$ cat config.mk
export PLATFORM = sky130hd
export DESIGN_NAME = ahb_mtx_output_stage
export DESIGN_NICKNAME = d
export VERILOG_FILES = /design/src/hdl/ahb_mtx_pkg.sv /design/src/hdl/ahb_mtx_arb_if.sv /design/src/hdl/ahb_mtx_output_arb.sv /design/src/hdl/ahb_mtx_addr_mux.sv /design/src/hdl/ahb_mtx_data_phase.sv /design/src/hdl/ahb_mtx_output_stage.sv
export VERILOG_INCLUDE_DIRS = /design/src /design/src/hdl
export SDC_FILE = /design/constraint.sdc
export NUM_CORES = 1
export LEC_CHECK = 0
export ABC_AREA = 1
export BUFFER_PORTS_ARGS = -buffer_cell sky130_fd_sc_hd__buf_2
export CAP_MARGIN = 5
export CORE_AREA = 2 2 133 135
export CTS_BUF_LIST = sky130_fd_sc_hd__clkbuf_4 sky130_fd_sc_hd__clkbuf_8
export DETAILED_ROUTE_END_ITERATION = 6
export DIE_AREA = 0 0 135 137
export GPL_TIMING_DRIVEN = 0
export HOLD_SLACK_MARGIN = 0.03
export SYNTH_ARGS = -nofsm -noshare
export SYNTH_HDL_FRONTEND = slang
export SYNTH_HIERARCHICAL = 1
export SYNTH_SLANG_ARGS = --single-unit
$ cat constraint.sdc
create_clock -name HCLK -period 2.7 [get_ports HCLK]
set_input_delay 0.54 -clock HCLK [delete_from_list [all_inputs] [get_ports HCLK]]
set_output_delay 0.54 -clock HCLK [all_outputs]
set_load 0.05 [all_outputs]
$ cat src/hdl/ahb_mtx_params.svh
`ifndef AHB_MTX_PARAMS_SVH
`define AHB_MTX_PARAMS_SVH

// ------------------------------------------------
// Bus widths of the shared slave port
// ------------------------------------------------
`define AHB_ADDR_W    32  // HADDR width
`define AHB_DATA_W    32  // HWDATA width
`define AHB_MASTER_W  4   // HMASTER width
`define AHB_PROT_W    4   // HPROT width

// ------------------------------------------------
// Matrix shape
// ------------------------------------------------
`define MTX_NUM_PORTS 3   // Input ports sharing this slave

`endif

$ cat src/hdl/ahb_mtx_pkg.sv
`include "ahb_mtx_params.svh"

package ahb_mtx_pkg;

  // ------------------------------------------------
  // AHB transfer type
  // ------------------------------------------------
  typedef enum logic [1:0] {
    IDLE   = 2'b00,  // No transfer
    BUSY   = 2'b01,  // Burst paused by master
    NONSEQ = 2'b10,  // Single or first beat
    SEQ    = 2'b11   // Remaining burst beats
  } htrans_e;

  // Input port identity, zero code unused
  typedef enum logic [1:0] {
    PORT_1 = 2'd1,
    PORT_2 = 2'd2,
    PORT_3 = 2'd3
  } port_id_e;

  // ------------------------------------------------
  // Address phase control of one port
  // ------------------------------------------------
  typedef struct packed {
    logic [`AHB_ADDR_W-1:0]   addr;      // HADDR
    logic                     write;     // HWRITE
    logic [2:0]               size;      // HSIZE
    logic [2:0]               burst;     // HBURST, passed through
    logic [`AHB_PROT_W-1:0]   prot;      // HPROT
    logic [`AHB_MASTER_W-1:0] master;    // HMASTER
    logic                     mastlock;  // HMASTLOCK
    htrans_e                  trans;     // HTRANS
  } ahb_ctrl_t;

endpackage

$ cat src/hdl/ahb_mtx_arb_if.sv
`timescale 1ns/1ps

interface ahb_mtx_arb_if
  import ahb_mtx_pkg::*;
();

  port_id_e grant;     // Registered owner of the address phase
  logic     no_port;   // No port granted
  logic     sel;       // Owner's select
  htrans_e  trans;     // Owner's transfer type
  logic     mastlock;  // Owner's lock

  // Arbiter side
  modport arb (
    output grant,
    output no_port,
    input  sel,
    input  trans,
    input  mastlock
  );

  // Address multiplexer side, returns owner state
  modport mux (
    input  grant,
    input  no_port,
    output sel,
    output trans,
    output mastlock
  );

  // Data phase only observes
  modport watch (
    input grant,
    input no_port,
    input sel
  );

endinterface

$ cat src/hdl/ahb_mtx_output_arb.sv
`timescale 1ns/1ps
`include "ahb_mtx_params.svh"

module ahb_mtx_output_arb
  import ahb_mtx_pkg::*;
(
  input  logic                      HCLK,          // AHB clock
  input  logic                      HRESETn,       // Sync reset, active low
  input  logic [`MTX_NUM_PORTS-1:0] i_req,         // Held transfer and select per port
  input  logic                      i_hready_mux,  // Slave side transfer done
  ahb_mtx_arb_if.arb                arb            // Grant out, owner state back
);

  port_id_e   grant_q;        // Grant, doubles as last owner pointer
  port_id_e   grant_nxt;      // Next grant
  logic       no_port_q;      // Nothing granted
  logic       no_port_nxt;    // Next no_port
  logic       lock_hold_q;    // Locked sequence in progress
  logic       lock_hold_nxt;  // Next lock hold
  logic       lock_arb;       // Lock as seen by arbitration
  logic       burst_hold;     // Owner inside a burst
  logic [1:0] owner_idx;      // Owner as bit index
  logic [1:0] cand_idx;       // Port under test in the scan

  assign owner_idx = grant_q - 2'd1;  // Codes 1..3 to bits 0..2

  // ------------------------------------------------
  // Lock hold
  // ------------------------------------------------
  // A master may leave this slave briefly inside a locked sequence,
  // so lock seen once with select keeps counting until mastlock drops
  always_comb
  begin
    lock_hold_nxt = lock_hold_q;                       // Keep by default
    if (arb.sel && arb.mastlock && (arb.trans == NONSEQ || arb.trans == SEQ))
      lock_hold_nxt = 1'b1;                            // Locked transfer started
    else if (!arb.mastlock)
      lock_hold_nxt = 1'b0;                            // Sequence over
  end

  assign lock_arb = arb.mastlock & (lock_hold_q | arb.sel);  // Masked unless held

  // Owner still mid burst
  assign burst_hold = i_req[owner_idx] & ~no_port_q &
                      ((arb.trans == SEQ) | (arb.trans == BUSY));

  // ------------------------------------------------
  // Round robin
  // ------------------------------------------------
  always_comb
  begin
    grant_nxt   = grant_q;     // Grant keeps last value when idle
    no_port_nxt = 1'b1;
    cand_idx    = owner_idx;
    if (burst_hold || lock_arb)
    begin
      no_port_nxt = 1'b0;      // Owner keeps the slave
    end
    else
    begin
      // Scan from far to near, so nearest requester after owner wins
      for (int k = `MTX_NUM_PORTS; k >= 1; k--)
      begin
        cand_idx = 2'((int'(owner_idx) + k) % `MTX_NUM_PORTS);  // Wrap 3 to 1
        if (i_req[cand_idx])
        begin
          grant_nxt   = port_id_e'(cand_idx + 2'd1);
          no_port_nxt = 1'b0;
        end
      end
    end
  end

  // ------------------------------------------------
  // State registers
  // ------------------------------------------------
  always_ff @(posedge HCLK)
  begin
    if (!HRESETn)
    begin
      grant_q     <= PORT_3;   // Port 1 is next in line
      no_port_q   <= 1'b1;
      lock_hold_q <= 1'b0;
    end
    else if (i_hready_mux)     // Frozen during wait states
    begin
      grant_q     <= grant_nxt;
      no_port_q   <= no_port_nxt;
      lock_hold_q <= lock_hold_nxt;
    end
  end

  assign arb.grant   = grant_q;
  assign arb.no_port = no_port_q;

endmodule

$ cat src/hdl/ahb_mtx_addr_mux.sv
`timescale 1ns/1ps
`include "ahb_mtx_params.svh"

module ahb_mtx_addr_mux
  import ahb_mtx_pkg::*;
(
  input  ahb_ctrl_t                 i_ctrl [`MTX_NUM_PORTS],  // Control per port
  input  logic [`MTX_NUM_PORTS-1:0] i_sel,                    // Select per port
  ahb_mtx_arb_if.mux                mux,                      // Grant in, owner state out
  output ahb_ctrl_t                 o_ctrl,                   // Slave address and control
  output logic                      o_sel,                    // HSELM
  output logic [`MTX_NUM_PORTS-1:0] o_active                  // One hot owner flags
);

  logic [1:0] grant_idx;  // Granted port as array index

  assign grant_idx = mux.grant - 2'd1;

  // ------------------------------------------------
  // Active flags
  // ------------------------------------------------
  always_comb
  begin
    o_active = '0;                  // None when idle
    if (!mux.no_port)
    begin
      case (mux.grant)
        PORT_1  : o_active[0] = 1'b1;
        PORT_2  : o_active[1] = 1'b1;
        PORT_3  : o_active[2] = 1'b1;
        default : o_active    = '0;  // Unused code
      endcase
    end
  end

  // ------------------------------------------------
  // Address and control select
  // ------------------------------------------------
  always_comb
  begin
    o_ctrl       = '0;              // Zero address and control
    o_ctrl.trans = IDLE;            // Idle slave when nobody owns it
    o_sel        = 1'b0;
    if (!mux.no_port)
    begin
      o_ctrl = i_ctrl[grant_idx];   // Owner's fields, burst untouched
      o_sel  = i_sel[grant_idx];    // May be low mid locked sequence
    end
  end

  // Owner state back to the arbiter
  assign mux.sel      = o_sel;
  assign mux.trans    = o_ctrl.trans;
  assign mux.mastlock = o_ctrl.mastlock;

endmodule

$ cat src/hdl/ahb_mtx_data_phase.sv
`timescale 1ns/1ps
`include "ahb_mtx_params.svh"

module ahb_mtx_data_phase
  import ahb_mtx_pkg::*;
(
  input  logic                   HCLK,                     // AHB clock
  input  logic                   HRESETn,                  // Sync reset, active low
  input  logic                   i_hreadyout,              // Slave HREADYOUT
  input  logic [`AHB_DATA_W-1:0] i_wdata [`MTX_NUM_PORTS], // Write data per port
  ahb_mtx_arb_if.watch           watch,                    // Address phase owner
  output logic                   o_hready_mux,             // HREADYMUXM
  output logic [`AHB_DATA_W-1:0] o_wdata                   // HWDATAM
);

  port_id_e   data_port_q;  // Owner of the current data phase
  logic       slave_sel_q;  // Slave selected in the data phase
  logic [1:0] data_idx;     // Data phase owner as array index

  // ------------------------------------------------
  // Data phase registers
  // ------------------------------------------------
  always_ff @(posedge HCLK)
  begin
    if (!HRESETn)
    begin
      data_port_q <= PORT_3;                          // Matches arbiter reset grant
      slave_sel_q <= 1'b0;
    end
    else if (o_hready_mux)                            // Address phase completes
    begin
      data_port_q <= watch.grant;
      slave_sel_q <= watch.sel & ~watch.no_port;      // Only a real owner selects
    end
  end

  // Slave drives ready only when it owns the data phase
  assign o_hready_mux = slave_sel_q ? i_hreadyout : 1'b1;

  // ------------------------------------------------
  // Write data select
  // ------------------------------------------------
  assign data_idx = data_port_q - 2'd1;               // Codes 1..3 to 0..2
  assign o_wdata  = i_wdata[data_idx];                // Stable while ready low

endmodule

$ cat src/hdl/ahb_mtx_output_stage.sv
`timescale 1ns/1ps
`include "ahb_mtx_params.svh"

module ahb_mtx_output_stage
  import ahb_mtx_pkg::*;
(
  input  logic                      HCLK,                          // AHB clock
  input  logic                      HRESETn,                       // Sync reset, active low

  // Input ports
  input  logic [`MTX_NUM_PORTS-1:0] i_sel,                         // HSEL
  input  logic [`AHB_ADDR_W-1:0]    i_addr      [`MTX_NUM_PORTS],  // HADDR
  input  htrans_e                   i_trans     [`MTX_NUM_PORTS],  // HTRANS
  input  logic [`MTX_NUM_PORTS-1:0] i_write,                       // HWRITE
  input  logic [2:0]                i_size      [`MTX_NUM_PORTS],  // HSIZE
  input  logic [2:0]                i_burst     [`MTX_NUM_PORTS],  // HBURST
  input  logic [`AHB_PROT_W-1:0]    i_prot      [`MTX_NUM_PORTS],  // HPROT
  input  logic [`AHB_MASTER_W-1:0]  i_master    [`MTX_NUM_PORTS],  // HMASTER
  input  logic [`MTX_NUM_PORTS-1:0] i_mastlock,                    // HMASTLOCK
  input  logic [`AHB_DATA_W-1:0]    i_wdata     [`MTX_NUM_PORTS],  // HWDATA
  input  logic [`MTX_NUM_PORTS-1:0] i_held_tran,                   // Held transfer flag

  input  logic                      i_hreadyout,                   // HREADYOUTM
  output logic [`MTX_NUM_PORTS-1:0] o_active,                      // Port owns the slave

  // Slave side
  output logic                      o_hsel,                        // HSELM
  output logic [`AHB_ADDR_W-1:0]    o_haddr,                       // HADDRM
  output htrans_e                   o_htrans,                      // HTRANSM
  output logic                      o_hwrite,                      // HWRITEM
  output logic [2:0]                o_hsize,                       // HSIZEM
  output logic [2:0]                o_hburst,                      // HBURSTM
  output logic [`AHB_PROT_W-1:0]    o_hprot,                       // HPROTM
  output logic [`AHB_MASTER_W-1:0]  o_hmaster,                     // HMASTERM
  output logic                      o_hmastlock,                   // HMASTLOCKM
  output logic                      o_hready_mux,                  // HREADYMUXM
  output logic [`AHB_DATA_W-1:0]    o_hwdata                       // HWDATAM
);

  ahb_ctrl_t                 port_ctrl [`MTX_NUM_PORTS];  // Packed control per port
  ahb_ctrl_t                 slv_ctrl;                    // Granted control
  logic [`MTX_NUM_PORTS-1:0] req;                         // Request per port
  logic                      hready_mux;                  // Internal HREADYMUXM

  ahb_mtx_arb_if arb_if ();                               // Arbiter to mux link

  // ------------------------------------------------
  // Port packing and requests
  // ------------------------------------------------
  always_comb
  begin
    for (int p = 0; p < `MTX_NUM_PORTS; p++)
    begin
      port_ctrl[p].addr     = i_addr[p];
      port_ctrl[p].write    = i_write[p];
      port_ctrl[p].size     = i_size[p];
      port_ctrl[p].burst    = i_burst[p];
      port_ctrl[p].prot     = i_prot[p];
      port_ctrl[p].master   = i_master[p];
      port_ctrl[p].mastlock = i_mastlock[p];
      port_ctrl[p].trans    = i_trans[p];
    end
  end

  assign req = i_held_tran & i_sel;                       // Held and selected

  // ------------------------------------------------
  // Instances
  // ------------------------------------------------
  ahb_mtx_output_arb output_arb_inst (
    .HCLK         (HCLK),
    .HRESETn      (HRESETn),
    .i_req        (req),
    .i_hready_mux (hready_mux),
    .arb          (arb_if.arb)
  );

  ahb_mtx_addr_mux addr_mux_inst (
    .i_ctrl   (port_ctrl),
    .i_sel    (i_sel),
    .mux      (arb_if.mux),
    .o_ctrl   (slv_ctrl),
    .o_sel    (o_hsel),
    .o_active (o_active)
  );

  ahb_mtx_data_phase data_phase_inst (
    .HCLK         (HCLK),
    .HRESETn      (HRESETn),
    .i_hreadyout  (i_hreadyout),
    .i_wdata      (i_wdata),
    .watch        (arb_if.watch),
    .o_hready_mux (hready_mux),
    .o_wdata      (o_hwdata)
  );

  // Slave address and control
  assign o_haddr      = slv_ctrl.addr;
  assign o_htrans     = slv_ctrl.trans;
  assign o_hwrite     = slv_ctrl.write;
  assign o_hsize      = slv_ctrl.size;
  assign o_hburst     = slv_ctrl.burst;
  assign o_hprot      = slv_ctrl.prot;
  assign o_hmaster    = slv_ctrl.master;
  assign o_hmastlock  = slv_ctrl.mastlock;
  assign o_hready_mux = hready_mux;

endmodule

==> run metrics, run 1 <==
# hold bufs at CTS=0; maximum buffer depth of the clock tree=2; top fanout value on the critical path=10; non-filler instance count after layout=about 1.2k; vias in the first global route=between 5k and 6k; final worst clock skew=0.00229 ns; type of origin of the critical path=register; largest cells by area after synthesis=nand3_1, nand2_1, inv_1; placed cell count=~1.2k; final worst setup slack=about 0.11 ns; combinational power share=94.8%; count of final setup violators=0; leading area contributor after synthesis=nand3_1; M1 GR Usage=18.0%; Worst-Margin Slew=slightly below 0.8 ns; worst setup slack before clock tree synthesis=-0.904 ns; Routed wire per std cell=14.6 microns; sequential fraction of the synthesis area=4.50%; leak pwr=approximately 3.4 nW; top cell type's share of synthesized area=31.4%; minimum period implied by the final worst setup slack=2.59 ns; Max VDD drop=about 0.00046 V; number of top-level pins=approximately 340; Final Max Tran Viols=0; wire length of the first global-routing pass=26,100 microns; routing usage on met2=between 30% and 40%; Total Die Area=0.0185 sq mm; capturing point of the worst reg2reg path=output_arb_inst/arb.grant[1]; area delta synth->final=82.4%; power share of the clock group=2.4%; cell mode on critical path=buf_6; share of the clock period used by the worst path after layout=95.8%; Placed Instance Area=0.00527 sq mm; fraction of layout cells with a size suffix above 1=between 40% and 50%; r2r setup slk=0.24 ns; die height=137 microns; post-synthesis cell area=0.00311 sq mm; number of core rows=48; post-DP HPWL=15,100 microns; number of I/O port buffers=341; reg-to-reg startpoint=output_arb_inst/arb.grant[0]; instance count of the mapped netlist=646; CTS tree=built; worst reg2reg path depth=15; effective utilization at floorplan=~18%; Sw Pwr=4.10 mW; yosys synthesis warning count=6; number of unique standard cell types used by synthesis=20; unrepaired setup endpoints after global routing=false; worst hold path depth=2; worst hold slack=about 0.51 ns; number of clock buffers inserted by TritonCTS=3; largest stage delay on the critical path=around 0.35 ns; wire length reported by the detailed router=17,900 microns; HP Start=data_phase_inst/slave_sel_q; Hold Crit Class=register to register; leftover overflow at the end of global routing=0; Max Clock Freq=around 390 MHz; clock transition at the registers of the reported paths=0.04 ns; Crit. End Element=output pin; summed area of non-filler cells in the final layout=0.00568 sq mm; Post-DRT Antenna Nets=0; final core utilization=33.3%; core box area=0.0171 sq mm; CP arrival=2.05 ns; Worst-Skew Late Latency=0.23 ns; Hold Path Sink=data_phase_inst/data_port_q[1]; switching fraction of total power=66.4%; initial DRC count=145; power per standard cell area=1090 mW/mm^2; met3 Usage GRT=3.59%; register share of total power=around 2.8%; maximum number of pins on one net before global-route repair=11; cell internal pwr=2.07 mW; most used routing layer=met2; count of clock tree sinks=7; headroom to the max-slew limit=47.0%; cell at the root of the clock tree=clkbuf_8; WP buf/inv=7; number of antenna violations at the first check in global routing=6; status=finished clean; average footprint of a synthesized cell=4.82 sq um; die width=between 100 and 150 microns; synthesized flop and latch total=7; final routed DRC violation total=0; critical path required time=2.16 ns; count of nets after finishing=1,256; final weighted congestion in routability-driven placement=~0.94; Critical-path top delay cell=dfxtp_4; cell-by-cell trace of the critical path=buf_8, inv_6, buf_6, ha_4, clkinv_4, clkbuf_8, nand3_2, a21oi_2, buf_4, buf_6; Final Hold Viols=0; routed via count=5,361; Initial DRT Pass Iterations=4; number of fill cells in the layout=1,978; total track usage=17.9%; maximum level of the CTS H-tree=1; # Max-Cap Violations=0; category of the critical setup timing path=register to output pin; kind of cell adding the most delay to the critical path=buffers and inverters; net count after synthesis=906; average via count per standard cell=between 4 and 5
==> kinds of logic (layout without fill, tap and decap cells) <==
kind of cell | count (synthesis) | after routing | share of synthesized area, %
adder cells (fa/ha/maj) | 5 | 5 | 2.01
buffers and inverters | 179 | 528 | 26.6
flip-flops | 7 | 7 | 4.50
AND/OR/NAND/NOR | 392 | 392 | 56.7
other | 0 | 4 | 0
AO/OA/AOI/OAI | 63 | 63 | 10.1
==> worst max-delay path by stage <==
| stage | to | from | slack [ns] | depth (start not counted) |
|---|---|---|---|---|
| CTS | o_hsel | output_arb_inst/arb.grant[0] | 0.02 | 10 |
| floorplan | o_haddr[17] | output_arb_inst/arb.grant[0] | 0.004 | 8 |
| detailed placement | o_hsel | output_arb_inst/arb.grant[0] | -0.90 | 10 |
| finish | o_htrans[0] | output_arb_inst/arb.grant[0] | 0.11 | 10 |
| global route | o_hburst[1] | output_arb_inst/arb.grant[0] | 0.008 | 9 |
| global placement | o_hsel | output_arb_inst/arb.grant[0] | -0.88 | 10 |
==> cell usage after synthesis <==
cell,number
nand3_1,195
nand2_1,179
inv_1,123
a21oi_1,57
buf_4,17
buf_2,15
buf_6,10
clkbuf_1,8
dfxtp_1,7
nor2_1,6
o21ai_0,6
ha_1,5
nand2_2,5
inv_2,4
nand3_2,3
nand2_4,2
buf_1,1
clkinv_1,1
nor2_2,1
nor3_1,1
==> registers in the layout (all words and copies together) (netlist names) <==
| signal | count |
|---|---|
| output_arb_inst/lock_hold_q | 1 |
| output_arb_inst/arb.no_port | 1 |
| output_arb_inst/arb.grant | 2 |
| data_phase_inst/slave_sel_q | 1 |
| data_phase_inst/data_port_q | 2 |
==> placed cells by master (no fill, tap or decap), drive strengths merged <==
cell	count
buf	380
clkbuf	19
ha	5
nand3	198
inv	126
nor2	7
dfxtp	7
nand2	186
diode	4
o21ai	6
a21oi	57
clkinv	3
nor3	1
==> layout make-up <==
type / instances / area [sq um] / share of cell area, %
Buffer: 51 / 390 / 6.87
Clock buffer: 3 / 41.3 / 0.727
Multi-Input combinational cell: 460 / 2360 / 41.6
Sequential cell: 7 / 144 / 2.53
Tap cell: 225 / 282 / 4.96
Timing Repair Buffer: 345 / 1950 / 34.3
Clock inverter: 1 / 5.00 / 0.0881
Antenna cell: 4 / 10.0 / 0.176
Inverter: 128 / 495 / 8.72
==> power by group through the flow <==
stage | Combinational, mW | Sequential [mW] | Clock (mW)
finish | 5.85 | 0.174 | 0.147
global route | 6.28 | 0.182 | 0.160
CTS | 5.65 | 0.178 | 0.153
detailed placement | 5.34 | 0.183 | 0
global placement | 5.33 | 0.183 | 0
floorplan | 4.01 | 0.164 | 0
==> stage by stage <==
stage	power (mW)	setup TNS (ns)
2_1_floorplan	4.18	0
3_3_place_gp	5.51	-26.30
3_5_place_dp	5.53	-26.85
4_1_cts	5.98	0
5_1_grt	6.62	0
6_report	6.17	0
==> worst register-to-register path, stage by stage, from the launching register on <==
cell and delay, ns:
dfxtp_4 0.36, buf_8 0.14, inv_6 0.07, buf_6 0.14
ha_4 0.29, clkinv_4 0.08, clkbuf_8 0.18, nand3_1 0.13
a21oi_4 0.08, buf_4 0.15, o21ai_0 0.20, nand2_1 0.08
a21oi_1 0.15, nand2_2 0.10, a21oi_1 0.12, nand2_1 0.06
==> routing by layer <==
metal | share of wire, % | wire length, microns
met4 | 3.5 | 635
met5 | 0.17 | 31
met2 | 53 | 9470
met3 | 8.0 | 1440
met1 | 35 | 6360
==> what timing repair did <==
item	CTS	global route
cloned	0	1
buffers inserted	1	2
setup endpoints to repair	56	48
gates resized for setup	57	54
pin swaps	1	5
No activity file was read; power rests on OpenSTA's default activity.
==> run 2: changes to the inputs <==
--- a/config.mk
+++ b/config.mk
@@ -6,13 +6,13 @@
 export SDC_FILE = /design/constraint.sdc
 export NUM_CORES = 1
 export LEC_CHECK = 0
-export ABC_AREA = 1
+export ABC_AREA = 0
 export BUFFER_PORTS_ARGS = -buffer_cell sky130_fd_sc_hd__buf_2
 export CAP_MARGIN = 5
-export CORE_AREA = 2 2 133 135
+export CORE_AREA = 2 2 132 134
 export CTS_BUF_LIST = sky130_fd_sc_hd__clkbuf_4 sky130_fd_sc_hd__clkbuf_8
 export DETAILED_ROUTE_END_ITERATION = 6
-export DIE_AREA = 0 0 135 137
+export DIE_AREA = 0 0 134 136
 export GPL_TIMING_DRIVEN = 0
 export HOLD_SLACK_MARGIN = 0.03
 export SYNTH_ARGS = -nofsm -noshare
==> run metrics, run 2 <==
worst hold path depth=2 (unchanged); post-synthesis cell area=0.00291 sq mm (was 0.00311 sq mm); effective utilization at floorplan=17.3% (was 18.3%); Post-DRT Antenna Nets=0 (unchanged); final worst clock skew=0.00237 ns (was 0.00229 ns); count of final setup violators=0 (unchanged); vias in the first global route=4,176 (was 5,099); worst setup slack before clock tree synthesis=-0.853 ns (was -0.904 ns); Worst-Margin Slew=0.590 ns (was 0.795 ns); leading area contributor after synthesis=mux2i_1 (was nand3_1); Max Clock Freq=383 MHz (was 387 MHz); Routed wire per std cell=17.6 microns (was 14.6 microns); placed cell count=897 (was 1,212); # Max-Cap Violations=0 (unchanged); net count after synthesis=591 (was 906); final weighted congestion in routability-driven placement=0.769 (was 0.945); maximum level of the CTS H-tree=1 (unchanged); worst reg2reg path depth=14 (was 15); total track usage=16.4% (was 17.9%); number of clock buffers inserted by TritonCTS=3 (unchanged); Final Max Tran Viols=0 (unchanged); instance count of the mapped netlist=331 (was 646); wire length of the first global-routing pass=23,000 microns (was 26,100 microns); share of the clock period used by the worst path after layout=96.8% (was 95.8%); average footprint of a synthesized cell=8.80 sq um (was 4.82 sq um); wire length reported by the detailed router=16,000 microns (was 17,900 microns); highest-count cells in the layout ignoring fill and taps=buf_2, a211oi_4, mux2i_1, a21oi_1, a22o_1 (was buf_2, nand3_1, nand2_1, inv_1, a21oi_2); post-DP HPWL=13,600 microns (was 15,100 microns); average via count per standard cell=4.39 (was 4.38); Max VDD drop=0.000701 V (was 0.000461 V); number of I/O port buffers=341 (unchanged); top cell type's share of synthesized area=18.2% (was 31.4%); most common library cell in the layout ignoring fill and taps=buf_2 (unchanged); headroom to the max-slew limit=60.7% (was 47.0%); critical path required time=2.16 ns (about the same); CP arrival=2.07 ns (was 2.05 ns); number of unique standard cell types used by synthesis=40 (was 20); largest cells by area after synthesis=mux2i_1, mux2_4, a211oi_1 (was nand3_1, nand2_1, inv_1); kind of cell adding the most delay to the critical path=buffers and inverters (unchanged); Total Die Area=0.0182 sq mm (was 0.0185 sq mm); category of the critical setup timing path=register to output pin (unchanged); largest stage delay on the critical path=0.37 ns (was 0.35 ns); leak pwr=3.14 nW (was 3.43 nW); # hold bufs at CTS=0 (unchanged); die height=136 microns (was 137 microns); sequential fraction of the synthesis area=4.81% (was 4.50%); unrepaired setup endpoints after global routing=false (unchanged); worst hold slack=0.500 ns (was 0.512 ns); final routed DRC violation total=0 (unchanged); WP buf/inv=5 (was 7); count of clock tree sinks=7 (unchanged); clock transition at the registers of the reported paths=0.04 ns (about the same); Final Hold Viols=0 (unchanged); power per standard cell area=1080 mW/mm^2 (was 1090 mW/mm^2); cell at the root of the clock tree=clkbuf_8 (unchanged); fraction of layout cells with a size suffix above 1=73.7% (was 46.9%); Primary FF master, synth=dfxtp_1 (unchanged); most frequent cell after synthesis=mux2i_1 (was nand3_1); die width=134 microns (was 135 microns); Tot Pwr=6.29 mW (was 6.17 mW); number of top-level pins=342 (unchanged); Worst path depth=8 (was 10); top fanout value on the critical path=10 (unchanged); initial DRC count=94 (was 145); core box area=0.0169 sq mm (was 0.0171 sq mm); CTS tree=built (unchanged); cell-by-cell trace of the critical path=clkbuf_16, inv_2, ha_4, buf_12, buf_6, mux2i_1, a211oi_4, clkbuf_4 (was buf_8, inv_6, buf_6, ha_4, clkinv_4, clkbuf_8, nand3_2, a21oi_2, buf_4, buf_6); number of antenna violations at the first check in global routing=2 (was 6); type of origin of the critical path=register (unchanged); status=finished clean (unchanged); Initial DRT Pass Iterations=6 (was 4); Crit. End Element=output pin (unchanged); non-filler instance count after layout=912 (was 1,224); maximum buffer depth of the clock tree=2 (unchanged); count of nets after finishing=946 (was 1,256); async set-or-reset flop fraction in the synthesized netlist=0% (unchanged); Worst-Skew Late Latency=0.23 ns (about the same); routed via count=4,004 (was 5,361); area delta synth->final=100% (was 82.4%); leftover overflow at the end of global routing=0 (unchanged); maximum number of pins on one net before global-route repair=12 (was 11); number of core rows=48 (unchanged); Hold Crit Class=register to register (unchanged); Critical-path top delay cell=dfxtp_4 (unchanged); yosys synthesis warning count=6 (unchanged); minimum period implied by the final worst setup slack=2.61 ns (was 2.59 ns); final worst setup slack=0.0861 ns (was 0.113 ns); synthesized flop and latch total=7 (unchanged); number of flops mapped to enable cells by yosys=0 (unchanged); most instantiated cells after synthesis=mux2i_1, a211oi_1, a21oi_1 (was nand3_1, nand2_1, inv_1)
[run 2: changes by cell type in the layout (fill, tap and decap cells not counted), moves of 34 or more]
cell and change:
a211oi_4 +48, mux2i_1 +45, a21oi_2 -38, nand2_1 -173
nand3_1 -194, a21oi_1 +34, inv_1 -113
[run 2: path summary, 6_finish.rpt]
kind	from	endpoint	slack (ns)
worst max-delay path	output_arb_inst/arb.grant[0]	o_haddr[15]	0.09
worst min-delay path	output_arb_inst/lock_hold_q	output_arb_inst/lock_hold_q	0.50
worst min register to register	output_arb_inst/lock_hold_q	output_arb_inst/lock_hold_q	0.50
worst max register to register	output_arb_inst/arb.grant[0]	output_arb_inst/arb.grant[1]	0.22
[run 2: routing by layer]
layer / GRT usage (%) / routed length [microns]
met1: 17.4 / 5860
met2: 33.3 / 8700
met3: 2.65 / 1180
met4: 4.37 / 271
met5: 0 / 0
[run 2: cells by family (layout without fill, tap and decap cells)]
kind of cell               count (synthesis)  count (layout)  share of synthesized area, %
AOI/OAI and AO/OA                        153             153                          38.5
muxes                                     85              85                          34.3
buffers and inverters                     56             410                          14.6
and+or+nand+nor                           22              22                          4.68
DFF                                        7               7                          4.81
adders and majority gates                  6               6                          2.49
xor gates and xnor gates                   2               2                         0.601
other                                      0               2                             0
[run 2: what timing repair did]
action | CTS | global route
buffers inserted | 8 | 1
endpoints found under the setup margin | 56 | 29
pin swaps | 4 | 2
gates cloned | 1 | 0
resized for setup | 34 | 24
[run 2: layout make-up]
class	count	area [sq um]
Tap cell	225	282
Clock buffer	4	48.8
Antenna cell	2	5.00
Buffer	43	427
Multi-Input combinational cell	268	3030
Inverter	12	50.0
Sequential cell	7	145
Timing Repair Buffer	351	1850
Fill cell	1760	11000
[run 2: stage by stage]
step,util [%],cell area [sq um],TNS [ns]
3_3_place_gp,32.7,5520,-20.73
3_5_place_dp,32.7,5520,-21.64
4_1_cts,34.3,5780,0
6_report,34.6,5840,0
5_1_grt,34.6,5840,0
2_1_floorplan,-,3530,0
[run 2: worst reg2reg max path: cells and delay by family, from the launching register on]
family,cells,cell delay [ns]
AOI/OAI and AO/OA,3,0.42
adders and majority gates,1,0.26
buffers and inverters,6,0.79
DFF,1,0.37
muxes,2,0.35
and+or+nand+nor,2,0.18
[run 2: where the power goes]
part / switching [mW] / internal (mW) / total (mW)
registers: 0.0314 / 0.133 / 0.164
clock network: 0.0502 / 0.113 / 0.163
logic: 3.78 / 2.18 / 5.96
total: 3.86 / 2.43 / 6.29
